[src/rtl/cnn_fas_pkg.sv]
package cnn_fas_pkg;

    //////////////////////////////
    // Pipeline latencies
    //////////////////////////////

    // Map FIFO read latency in cycles
    localparam int FAS_FIFO_LATENCY = 2;
    // Vector adder latency in cycles
    localparam int VEC_ADD_LATENCY  = 3;
    // Second residual add waits on two FIFO reads plus one add
    localparam int RM1_DELAY        = 2 * FAS_FIFO_LATENCY + VEC_ADD_LATENCY;

    // Strobes sharing the short delay line
    localparam int NUM_DELAYED      = 5;

    //////////////////////////////
    // Opcode bit indices
    //////////////////////////////

    localparam int NUM_OPCODES = 18;

    localparam int OPC_0  = 0;
    localparam int OPC_1  = 1;
    localparam int OPC_2  = 2;
    localparam int OPC_3  = 3;
    localparam int OPC_4  = 4;
    localparam int OPC_5  = 5;
    localparam int OPC_6  = 6;
    localparam int OPC_7  = 7;
    localparam int OPC_8  = 8;
    localparam int OPC_9  = 9;
    localparam int OPC_10 = 10;
    localparam int OPC_11 = 11;
    localparam int OPC_12 = 12;
    localparam int OPC_13 = 13;
    localparam int OPC_14 = 14;
    localparam int OPC_15 = 15;
    // Reserved, no layer operation behind it
    localparam int OPC_16 = 16;
    localparam int OPC_17 = 17;

    // One-hot layer operation select
    typedef logic [NUM_OPCODES-1:0] opcode_cfg_t;
    // Kernel counter from the sequencer
    typedef logic [15:0]            krnl_count_t;

    // Sequencer state, one-hot
    typedef enum logic [7:0] {
        IDLE            = 8'b0000_0001,
        LD_1X1_KRN      = 8'b0000_0010,
        LD_1X1_KRB      = 8'b0000_0100,
        CFG_AWP         = 8'b0000_1000,
        START_AWP       = 8'b0001_0000,
        ACTIVE          = 8'b0010_0000,
        WAIT_LAST_WRITE = 8'b0100_0000,
        SEND_COMPLETE   = 8'b1000_0000
    } fas_state_t;

endpackage

[src/rtl/fas_bit_delay.sv]
`timescale 1ns/1ps

module fas_bit_delay #(
    parameter int WIDTH = 1,
    parameter int DEPTH = 1
) (
    input  logic             clk_FAS,
    input  logic             arst_n,
    input  logic [WIDTH-1:0] din,
    output logic [WIDTH-1:0] dout
);

    //////////////////////////////
    // Shift stages
    //////////////////////////////

    // Stage 0 takes din, last stage drives dout
    logic [WIDTH-1:0] stage_q [DEPTH];

    always_ff @(posedge clk_FAS or negedge arst_n) begin
        if (!arst_n) begin
            // Strobes must not leak out of reset
            for (int i = 0; i < DEPTH; i++) begin
                stage_q[i] <= '0;
            end
        end else begin
            stage_q[0] <= din;
            // Advance one stage per cycle
            for (int i = 1; i < DEPTH; i++) begin
                stage_q[i] <= stage_q[i-1];
            end
        end
    end

    // Total delay is DEPTH cycles from din to dout
    assign dout = stage_q[DEPTH-1];

endmodule

[src/rtl/fas_issue_ctrl.sv]
`timescale 1ns/1ps

module fas_issue_ctrl (
    input  logic                     clk_FAS,
    input  logic                     arst_n,
    input  logic                     fas_rdy_n,
    input  cnn_fas_pkg::opcode_cfg_t opcode_cfg,
    input  cnn_fas_pkg::fas_state_t  state,
    input  logic                     conv_map_empty,
    input  logic                     part_map_empty,
    input  logic                     resd_map_empty,
    input  logic                     prev_map_empty,
    input  cnn_fas_pkg::krnl_count_t krnl_count,
    input  logic                     dwc_fifo_rden,
    input  logic                     pipe_enable,
    output logic                     issue,
    output logic                     add_pm,
    output logic                     add_rm0,
    output logic                     add_rm1,
    output logic                     add_rm_conv,
    output logic                     add_pv,
    output logic                     conv1x1_pip_start0,
    output logic                     conv1x1_pip_start1,
    output logic                     conv1x1_pip_start2,
    output logic                     out_buf_wren1,
    output logic                     out_buf_wren2
);

    import cnn_fas_pkg::*;

    // Common issue qualifier
    logic issue_ok;
    logic part_rdy;
    logic resd_rdy;
    logic prev_rdy;
    logic krnl_zero;

    // Next-cycle strobe values
    logic issue_d;
    logic add_pm_d;
    logic add_rm0_d;
    logic add_rm1_d;
    logic start0_d;
    logic start1_d;
    logic start2_d;
    logic wren1_d;
    logic wren2_d;

    // Depthwise read decode
    logic dwc_rm_conv_hit;
    logic dwc_pv_hit;

    //////////////////////////////
    // Issue decision
    //////////////////////////////

    // Only ACTIVE and WAIT_LAST_WRITE may issue, and never over a step in flight
    assign issue_ok  = (state == ACTIVE || state == WAIT_LAST_WRITE)
                       && !pipe_enable && !conv_map_empty;
    assign part_rdy  = !part_map_empty;
    assign resd_rdy  = !resd_map_empty;
    assign prev_rdy  = !prev_map_empty;
    assign krnl_zero = (krnl_count == '0);

    // First matching rule from OPC_0 upward wins
    always_comb begin
        issue_d   = 1'b0;
        add_pm_d  = 1'b0;
        add_rm0_d = 1'b0;
        add_rm1_d = 1'b0;
        start0_d  = 1'b0;
        start1_d  = 1'b0;
        start2_d  = 1'b0;
        wren1_d   = 1'b0;
        wren2_d   = 1'b0;
        if (issue_ok) begin
            if (opcode_cfg[OPC_0] && part_rdy && resd_rdy) begin
                issue_d  = 1'b1;
                start1_d = 1'b1;
                add_pm_d = krnl_zero;
            end else if ((opcode_cfg[OPC_1] || opcode_cfg[OPC_11]) && part_rdy && prev_rdy) begin
                issue_d  = 1'b1;
                start1_d = 1'b1;
                add_pm_d = krnl_zero;
            end else if (opcode_cfg[OPC_2] || opcode_cfg[OPC_12] || opcode_cfg[OPC_14]) begin
                // Convolution map alone
                issue_d  = 1'b1;
                start0_d = 1'b1;
            end else if ((opcode_cfg[OPC_3] || opcode_cfg[OPC_13]) && prev_rdy) begin
                issue_d  = 1'b1;
                start0_d = 1'b1;
            end else if (opcode_cfg[OPC_4] && part_rdy && resd_rdy) begin
                issue_d   = 1'b1;
                start2_d  = 1'b1;
                add_pm_d  = krnl_zero;
                add_rm1_d = krnl_zero;
            end else if (opcode_cfg[OPC_5] && part_rdy && resd_rdy && prev_rdy) begin
                issue_d   = 1'b1;
                start2_d  = 1'b1;
                add_pm_d  = krnl_zero;
                add_rm1_d = krnl_zero;
            end else if (opcode_cfg[OPC_6] && resd_rdy) begin
                // Writes through buffer 2 on every step
                issue_d   = 1'b1;
                start1_d  = 1'b1;
                wren2_d   = 1'b1;
                add_rm0_d = krnl_zero;
            end else if (opcode_cfg[OPC_7] && resd_rdy && prev_rdy) begin
                issue_d   = 1'b1;
                start1_d  = 1'b1;
                add_rm0_d = krnl_zero;
            end else if (opcode_cfg[OPC_8] && part_rdy && resd_rdy) begin
                issue_d   = 1'b1;
                add_pm_d  = 1'b1;
                add_rm1_d = 1'b1;
                wren2_d   = 1'b1;
            end else if ((opcode_cfg[OPC_9] || opcode_cfg[OPC_17]) && resd_rdy) begin
                issue_d   = 1'b1;
                add_rm0_d = 1'b1;
                wren1_d   = 1'b1;
            end else if (opcode_cfg[OPC_10] && part_rdy) begin
                issue_d  = 1'b1;
                add_pm_d = 1'b1;
                start1_d = 1'b1;
            end else if (opcode_cfg[OPC_15] && part_rdy) begin
                issue_d  = 1'b1;
                add_pm_d = 1'b1;
                wren1_d  = 1'b1;
            end
        end
    end

    // One-cycle strobes, held low while the stage is not ready
    always_ff @(posedge clk_FAS or negedge arst_n) begin
        if (!arst_n) begin
            issue              <= 1'b0;
            add_pm             <= 1'b0;
            add_rm0            <= 1'b0;
            add_rm1            <= 1'b0;
            conv1x1_pip_start0 <= 1'b0;
            conv1x1_pip_start1 <= 1'b0;
            conv1x1_pip_start2 <= 1'b0;
            out_buf_wren1      <= 1'b0;
            out_buf_wren2      <= 1'b0;
        end else if (fas_rdy_n) begin
            issue              <= 1'b0;
            add_pm             <= 1'b0;
            add_rm0            <= 1'b0;
            add_rm1            <= 1'b0;
            conv1x1_pip_start0 <= 1'b0;
            conv1x1_pip_start1 <= 1'b0;
            conv1x1_pip_start2 <= 1'b0;
            out_buf_wren1      <= 1'b0;
            out_buf_wren2      <= 1'b0;
        end else begin
            issue              <= issue_d;
            add_pm             <= add_pm_d;
            add_rm0            <= add_rm0_d;
            add_rm1            <= add_rm1_d;
            conv1x1_pip_start0 <= start0_d;
            conv1x1_pip_start1 <= start1_d;
            conv1x1_pip_start2 <= start2_d;
            out_buf_wren1      <= wren1_d;
            out_buf_wren2      <= wren2_d;
        end
    end

    //////////////////////////////
    // Depthwise add strobes
    //////////////////////////////

    // Independent of sequencer state
    assign dwc_rm_conv_hit = dwc_fifo_rden && (opcode_cfg[OPC_0] || opcode_cfg[OPC_2]);
    assign dwc_pv_hit      = dwc_fifo_rden && (opcode_cfg[OPC_1] || opcode_cfg[OPC_3]
                                               || opcode_cfg[OPC_5] || opcode_cfg[OPC_7]);

    always_ff @(posedge clk_FAS or negedge arst_n) begin
        if (!arst_n) begin
            add_rm_conv <= 1'b0;
            add_pv      <= 1'b0;
        end else if (fas_rdy_n) begin
            add_rm_conv <= 1'b0;
            add_pv      <= 1'b0;
        end else begin
            add_rm_conv <= dwc_rm_conv_hit;
            add_pv      <= dwc_pv_hit;
        end
    end

    //////////////////////////////
    // Checks
    //////////////////////////////

    // One pipeline entry per step
    a_start_onehot0: assert property (@(posedge clk_FAS) disable iff (!arst_n)
        $onehot0({conv1x1_pip_start0, conv1x1_pip_start1, conv1x1_pip_start2}));

    // Output buffers are written one at a time
    a_wren_excl: assert property (@(posedge clk_FAS) disable iff (!arst_n)
        !(out_buf_wren1 && out_buf_wren2));

    // Sequencer selects a single layer operation
    a_opcode_onehot0: assert property (@(posedge clk_FAS) disable iff (!arst_n)
        $onehot0(opcode_cfg));

endmodule

[src/rtl/cnn_fas_pip_ctrl.sv]
`timescale 1ns/1ps

module cnn_fas_pip_ctrl (
    input  logic                     clk_FAS,
    input  logic                     arst_n,
    input  logic                     fas_rdy_n,
    input  cnn_fas_pkg::opcode_cfg_t opcode_cfg,
    input  cnn_fas_pkg::fas_state_t  state,
    input  logic                     conv_map_empty,
    input  logic                     part_map_empty,
    input  logic                     resd_map_empty,
    input  logic                     prev_map_empty,
    input  cnn_fas_pkg::krnl_count_t krnl_count,
    input  logic                     dwc_fifo_rden,
    output logic                     pipe_enable,
    output logic                     conv1x1_pip_start0,
    output logic                     conv1x1_pip_start1,
    output logic                     conv1x1_pip_start2,
    output logic                     vector_add_pm,
    output logic                     vector_add_rm0,
    output logic                     vector_add_rm1,
    output logic                     vector_add_rm_conv,
    output logic                     vector_add_pv,
    output logic                     out_buf_wren1,
    output logic                     out_buf_wren2
);

    import cnn_fas_pkg::*;

    // Strobes ahead of the delay lines
    logic issue;
    logic add_pm;
    logic add_rm0;
    logic add_rm1;
    logic add_rm_conv;
    logic add_pv;

    //////////////////////////////
    // Issue decision
    //////////////////////////////

    // pipe_enable comes back as the in-flight block
    fas_issue_ctrl i_issue_ctrl (
        .clk_FAS            (clk_FAS),
        .arst_n             (arst_n),
        .fas_rdy_n          (fas_rdy_n),
        .opcode_cfg         (opcode_cfg),
        .state              (state),
        .conv_map_empty     (conv_map_empty),
        .part_map_empty     (part_map_empty),
        .resd_map_empty     (resd_map_empty),
        .prev_map_empty     (prev_map_empty),
        .krnl_count         (krnl_count),
        .dwc_fifo_rden      (dwc_fifo_rden),
        .pipe_enable        (pipe_enable),
        .issue              (issue),
        .add_pm             (add_pm),
        .add_rm0            (add_rm0),
        .add_rm1            (add_rm1),
        .add_rm_conv        (add_rm_conv),
        .add_pv             (add_pv),
        .conv1x1_pip_start0 (conv1x1_pip_start0),
        .conv1x1_pip_start1 (conv1x1_pip_start1),
        .conv1x1_pip_start2 (conv1x1_pip_start2),
        .out_buf_wren1      (out_buf_wren1),
        .out_buf_wren2      (out_buf_wren2)
    );

    //////////////////////////////
    // Latency matching
    //////////////////////////////

    // Align with map FIFO read data
    fas_bit_delay #(
        .WIDTH (NUM_DELAYED),
        .DEPTH (FAS_FIFO_LATENCY)
    ) i_short_delay (
        .clk_FAS (clk_FAS),
        .arst_n  (arst_n),
        .din     ({issue, add_pm, add_rm0, add_rm_conv, add_pv}),
        .dout    ({pipe_enable, vector_add_pm, vector_add_rm0,
                   vector_add_rm_conv, vector_add_pv})
    );

    // Second residual add lands after the first add result
    fas_bit_delay #(
        .WIDTH (1),
        .DEPTH (RM1_DELAY)
    ) i_long_delay (
        .clk_FAS (clk_FAS),
        .arst_n  (arst_n),
        .din     (add_rm1),
        .dout    (vector_add_rm1)
    );

endmodule

[config.mk]
export PLATFORM = sky130hd
export DESIGN_NAME = cnn_fas_pip_ctrl
export DESIGN_NICKNAME = d
export VERILOG_FILES = /design/src/rtl/cnn_fas_pkg.sv /design/src/rtl/fas_bit_delay.sv /design/src/rtl/fas_issue_ctrl.sv /design/src/rtl/cnn_fas_pip_ctrl.sv
export SDC_FILE = /design/constraint.sdc
export NUM_CORES = 1
export LEC_CHECK = 0
export ABC_AREA = 1
export BUFFER_PORTS_ARGS = -buffer_cell sky130_fd_sc_hd__buf_2
export CORE_MARGIN = 10
export CORE_UTILIZATION = 44
export CTS_CLUSTER_SIZE = 30
export DETAILED_ROUTE_END_ITERATION = 8
export GPL_ROUTABILITY_DRIVEN = 0
export GPL_TIMING_DRIVEN = 0
export PLACE_DENSITY = 0.77
export SLEW_MARGIN = 10
export SYNTH_ARGS = -nofsm -noshare
export SYNTH_HDL_FRONTEND = slang
export SYNTH_HIERARCHICAL = 1
export SYNTH_SLANG_ARGS = --single-unit
[constraint.sdc]
create_clock -name clk_FAS -period 1.3 [get_ports clk_FAS]
set_input_delay 0.065 -clock clk_FAS [delete_from_list [all_inputs] [get_ports clk_FAS]]
set_output_delay 0.065 -clock clk_FAS [all_outputs]
set_load 0.005 [all_outputs]
Word level (Yosys, flattened, before mapping) --
Cells that the tools add are included. Widths: inputs -> output; s select.
Word-level totals: logic and storage cells 160, bits of input ports 50, output and inout port bits 11, bits in registers 28
Cells by class: reductions and logical operators 38, equal/unequal tests 2, multiplexer cells 100
Operators by type and width (count):
- $mux 1 | 100
- $logic_and 1x1->1 | 22
- $logic_not 16->1 | 1
- $logic_or 1x1->1 | 10
- $eq 8x6->1 const B | 1
- $eq 8x7->1 const B | 1
- $logic_not 1->1 | 5

Logic depth before layout (Yosys ltp) --
depth in word-level cells 16, mapped depth 10, gate-level depth less buffers 10

Hierarchy --
Netlist, hierarchy kept.
By module, submodules not included:
- fas_issue_ctrl | area each 760.7 um^2, times used 1, cells an instance 110, seq. area each 275.3 um^2
- fas_bit_delay (i_short_delay) | area each 287.8 um^2, times used 1, cells an instance 15, seq. area each 250.2 um^2
- fas_bit_delay (i_long_delay) | area each 175.2 um^2, times used 1, cells an instance 7, seq. area each 175.2 um^2

Least setup slack after synthesis --
No wires, ideal clock.
path type reg2reg, from reg i_short_delay.stage_q (netlist bit i_short_delay/dout[4]), to reg i_issue_ctrl.out_buf_wren2, data required time 1227 ps, cell stages (with the launch flop) 9, library setup time 73 ps, setup slack 156 ps, arrival 1071 ps, cell sequence dfrtp_1 buf_4 nor2_1 nand2_1 nor2_1 nand2_2 nor2_4 nand2_2 a21oi_2
Between the ends: word-level cells in the longest chain between the ends 5
Ends and longest elaborated chain:
- from (decl) | RTL line fas_bit_delay.sv:18 | logic [WIDTH-1:0] stage_q [DEPTH];
- from (signal, indexed assignment) | RTL line fas_bit_delay.sv:30 | stage_q[i] <= stage_q[i-1];
- $logic_not 1->1 | RTL line fas_issue_ctrl.sv:59 | && !pipe_enable && !conv_map_empty;
- $logic_and 1x1->1 (2 in a row) | RTL line fas_issue_ctrl.sv:59
- $mux 1 | RTL line fas_issue_ctrl.sv:76 | if (issue_ok) begin
- $mux 1 | RTL line fas_issue_ctrl.sv:145 | end else if (fas_rdy_n) begin
- to (signal assigned) | RTL line fas_issue_ctrl.sv:164 | out_buf_wren2 <= wren2_d;
- to (decl) | RTL line fas_issue_ctrl.sv:26 | output logic out_buf_wren2
No other way between the ends.

Worst setup path in the final report --
from reg i_short_delay.stage_q (netlist bit i_short_delay/dout[4]), to reg i_issue_ctrl.out_buf_wren1
Between the ends: word-level cells in the longest chain between the ends 5
Ends and longest elaborated chain:
- $logic_not 1->1 | RTL line fas_issue_ctrl.sv:59
- $logic_and 1x1->1 (2 in a row) | RTL line fas_issue_ctrl.sv:59
- $mux 1 | RTL line fas_issue_ctrl.sv:76
- $mux 1 | RTL line fas_issue_ctrl.sv:145
- to (signal assigned) | RTL line fas_issue_ctrl.sv:163 | out_buf_wren1 <= wren1_d;
- to (decl) | RTL line fas_issue_ctrl.sv:25 | output logic out_buf_wren1,
No other way between the ends.

==> run summary <==
Power Density = 978 nW/µm²
clock period minus final worst setup slack = 1.21 ns
Peak Freq = 828 MHz
Antenna Diode Count = 0
Worst Hold Class = in2reg
Avg Cell Area, Syn = 9.27 µm²
Max Buffers Root-to-Sink = 2
die height = 72.7 µm
Net Count, Synth = 182
clk slew on worst S/H paths = 0.14 ns
vias per cell = 4.54
register area share after synthesis = 57.3%
initial core utilization = 45.2%
Synth Area in Compound Gates = 7.57%
RSZ-0062 raised after global routing = false
WHS Path Cells = 3
vias in the first global route = 1,180
root buffer selected by CTS = clkbuf_4
layout cells sized above 1 = 46.6%
hold path endpoint = i_issue_ctrl/add_pv
status = completed
peak supply drop = 1020 µV
type of origin of the critical path = register
Lkg Pwr = 0.961 nW
final slew viol count = 0
Seq cells post-synth = 28
critical path endpoint category = register
Clock Sinks = 28
total of max-cap violations = 0
crit path launch = i_short_delay/dout[4]
Fin Setup TNS = 0 ns
TritonCTS Buffers = 3
Antenna Violating Nets Remaining = 0
most frequent cells in the layout = 59 x buf_2, 28 x dfrtp_1, 26 x nor2_1, 25 x nand2_1
total congestion overflow = 0
worst hold slack = 0.0107 ns
antenna violations before repair = 0
Mapped Cells = 132
GR Util met2 = 21.2%
Iter 0 DRT Violations = 27
FF-to-FF Start = i_short_delay/dout[4]
Hold Path Origin = opcode_cfg[1]
full die area = 5290 µm²
Core Area = 2710 µm²
Setup Skew = 0.00374 ns
H-tree levels = 1
Synth Area in XOR/XNOR = 0%
kind of critical path = reg2reg
first-pass GRT wire length = 4.78 mm
met3 usage = 3.40%
CTS tree = built
largest net degree at the start of global routing = 29
Worst Reg2Reg Path Length in Cells = 7
Arrival @ worst endpoint = 1.47 ns
slew of the pin with the lowest slew margin = 0.576 ns
IO Port Bufs = 59
met1 Usage GRT = 11.0%
routed wire length = 2.88 mm
mux cell area share after synthesis = 0%
Setup Viol. Count Final = 0
r2r setup slk = 0.09 ns
worst flop-to-flop path endpoint = i_issue_ctrl/out_buf_wren1
Distinct cells, synth = 20
clock latency on the worst-skew pair = 0.32 ns
simple-gate share of the synthesized area = 28.0%
post-synthesis cell area = 1220 µm²
Synth Warn # = 6
DP HPWL = 2.43 mm
crit-path max FO = 4
num ports = 61
fin nets = 255
Layout Area Growth over Synthesis = 38.8%
Worst EP required = 1.56 ns
Slew headroom = 61.6%
Remaining DRCs = 0
final-report hold violation count = 0
die width = 72.7 µm
Site Rows = 19
GRT Resource Usage Total = 10.9%
drt first pass iters = 3
largest family of logic cells by synthesized area = simple AND/OR/NAND/NOR gates
gr busiest metal = met2
adder-cell share of the synthesized area = 0%
average wire per cell in the routed design = 12.3 µm
most common cell after layout, fill and taps aside = buf_2
DR vias = 1,068
ratio of final minimum period to clock period = 92.8%
## where the power goes
part | total (mW) | internal, mW | leakage (nW) | switching [mW]
registers | 0.883 | 0.881 | 0.386 | 0.00237
logic | 0.225 | 0.108 | 0.547 | 0.117
clock network | 0.553 | 0.312 | 0.0279 | 0.241
## Yosys cell counts (all sizes together)
| cell | n | area share (%) |
|---|---|---|
| nand2 | 34 | 13 |
| nor2 | 31 | 12 |
| dfrtp | 28 | 57 |
| inv | 12 | 3.7 |
| a21oi | 6 | 3.7 |
| nand3 | 6 | 2.5 |
| buf | 5 | 3.1 |
| o21ai | 5 | 2.4 |
| a31oi | 1 | 0.51 |
| clkinv | 1 | 0.41 |
| nor3 | 1 | 0.41 |
| nor4 | 1 | 0.51 |
| o211ai | 1 | 1.0 |
## worst max path at each step
stage,end,depth (start not counted)
floorplan,i_issue_ctrl/out_buf_wren2,8
global placement,i_issue_ctrl/out_buf_wren2,8
detailed placement,i_issue_ctrl/out_buf_wren1,8
CTS,i_issue_ctrl/out_buf_wren1,7
global route,i_issue_ctrl/out_buf_wren1,7
finish,i_issue_ctrl/out_buf_wren1,7
## logic make-up after synthesis
family / after synthesis
and+or+nand+nor: 73
DFF: 28
buffers and inverters: 18
AOI/OAI and AO/OA: 13
## worst max-delay path: stages (launching register included)
cell,delay (ns)
dfrtp_1,0.42
nor2_2,0.09
nand2_1,0.06
nor2_1,0.12
nand2_2,0.12
nor2_4,0.15
nand2_1,0.07
nor2_1,0.12
## through the flow
stage	utilization, %	std cells	instance area [µm²]	setup slack [ns]	power [mW]
detailed placement	57.5	222	1560	0.0270	1.11
CTS	62.1	233	1680	0.0790	1.67
finish	62.6	235	1700	0.0930	1.66
global route	62.6	235	1700	0.00764	1.73
floorplan	-	132	1220	0.156	0.994
global placement	57.5	222	1560	0.0628	1.10
## flip-flops by register name, indices dropped and copies added (netlist names)
register,count
i_long_delay/stage_q,6
i_short_delay/dout,5
i_short_delay/stage_q,5
i_issue_ctrl/add_pm,1
i_issue_ctrl/add_pv,1
i_issue_ctrl/add_rm0,1
i_issue_ctrl/add_rm1,1
i_issue_ctrl/add_rm_conv,1
i_issue_ctrl/conv1x1_pip_start0,1
i_issue_ctrl/conv1x1_pip_start1,1
i_issue_ctrl/conv1x1_pip_start2,1
i_issue_ctrl/issue,1
i_issue_ctrl/out_buf_wren1,1
i_issue_ctrl/out_buf_wren2,1
i_long_delay/dout,1
## final cells by class
cell class | instances | area [µm²]
flip-flops and latches | 28 | 701
inverters | 13 | 50.0
clock buffers | 3 | 22.5
fillers | 220 | 1010
multi-input cells | 86 | 438
repair buffers | 69 | 388
well taps | 31 | 38.8
plain buffers | 4 | 30.0
clock inverters | 1 | 30.0
## metal layers
layer,part of all wire [%],up-vias
met5,0,-
met4,0.28,0
met3,6.0,2
met2,54,39
met1,39,479
li1,-,548
## repair_timing
item / in CTS / in global routing
hold endpoints to repair: 30 / 0
endpoints found under the setup margin: 4 / 1
resized for setup: 1 / 0
setup buffers: 1 / 2
hold buffers: 7 / 0
pin swaps: 5 / 1
Power figures use the tool's default switching activity.
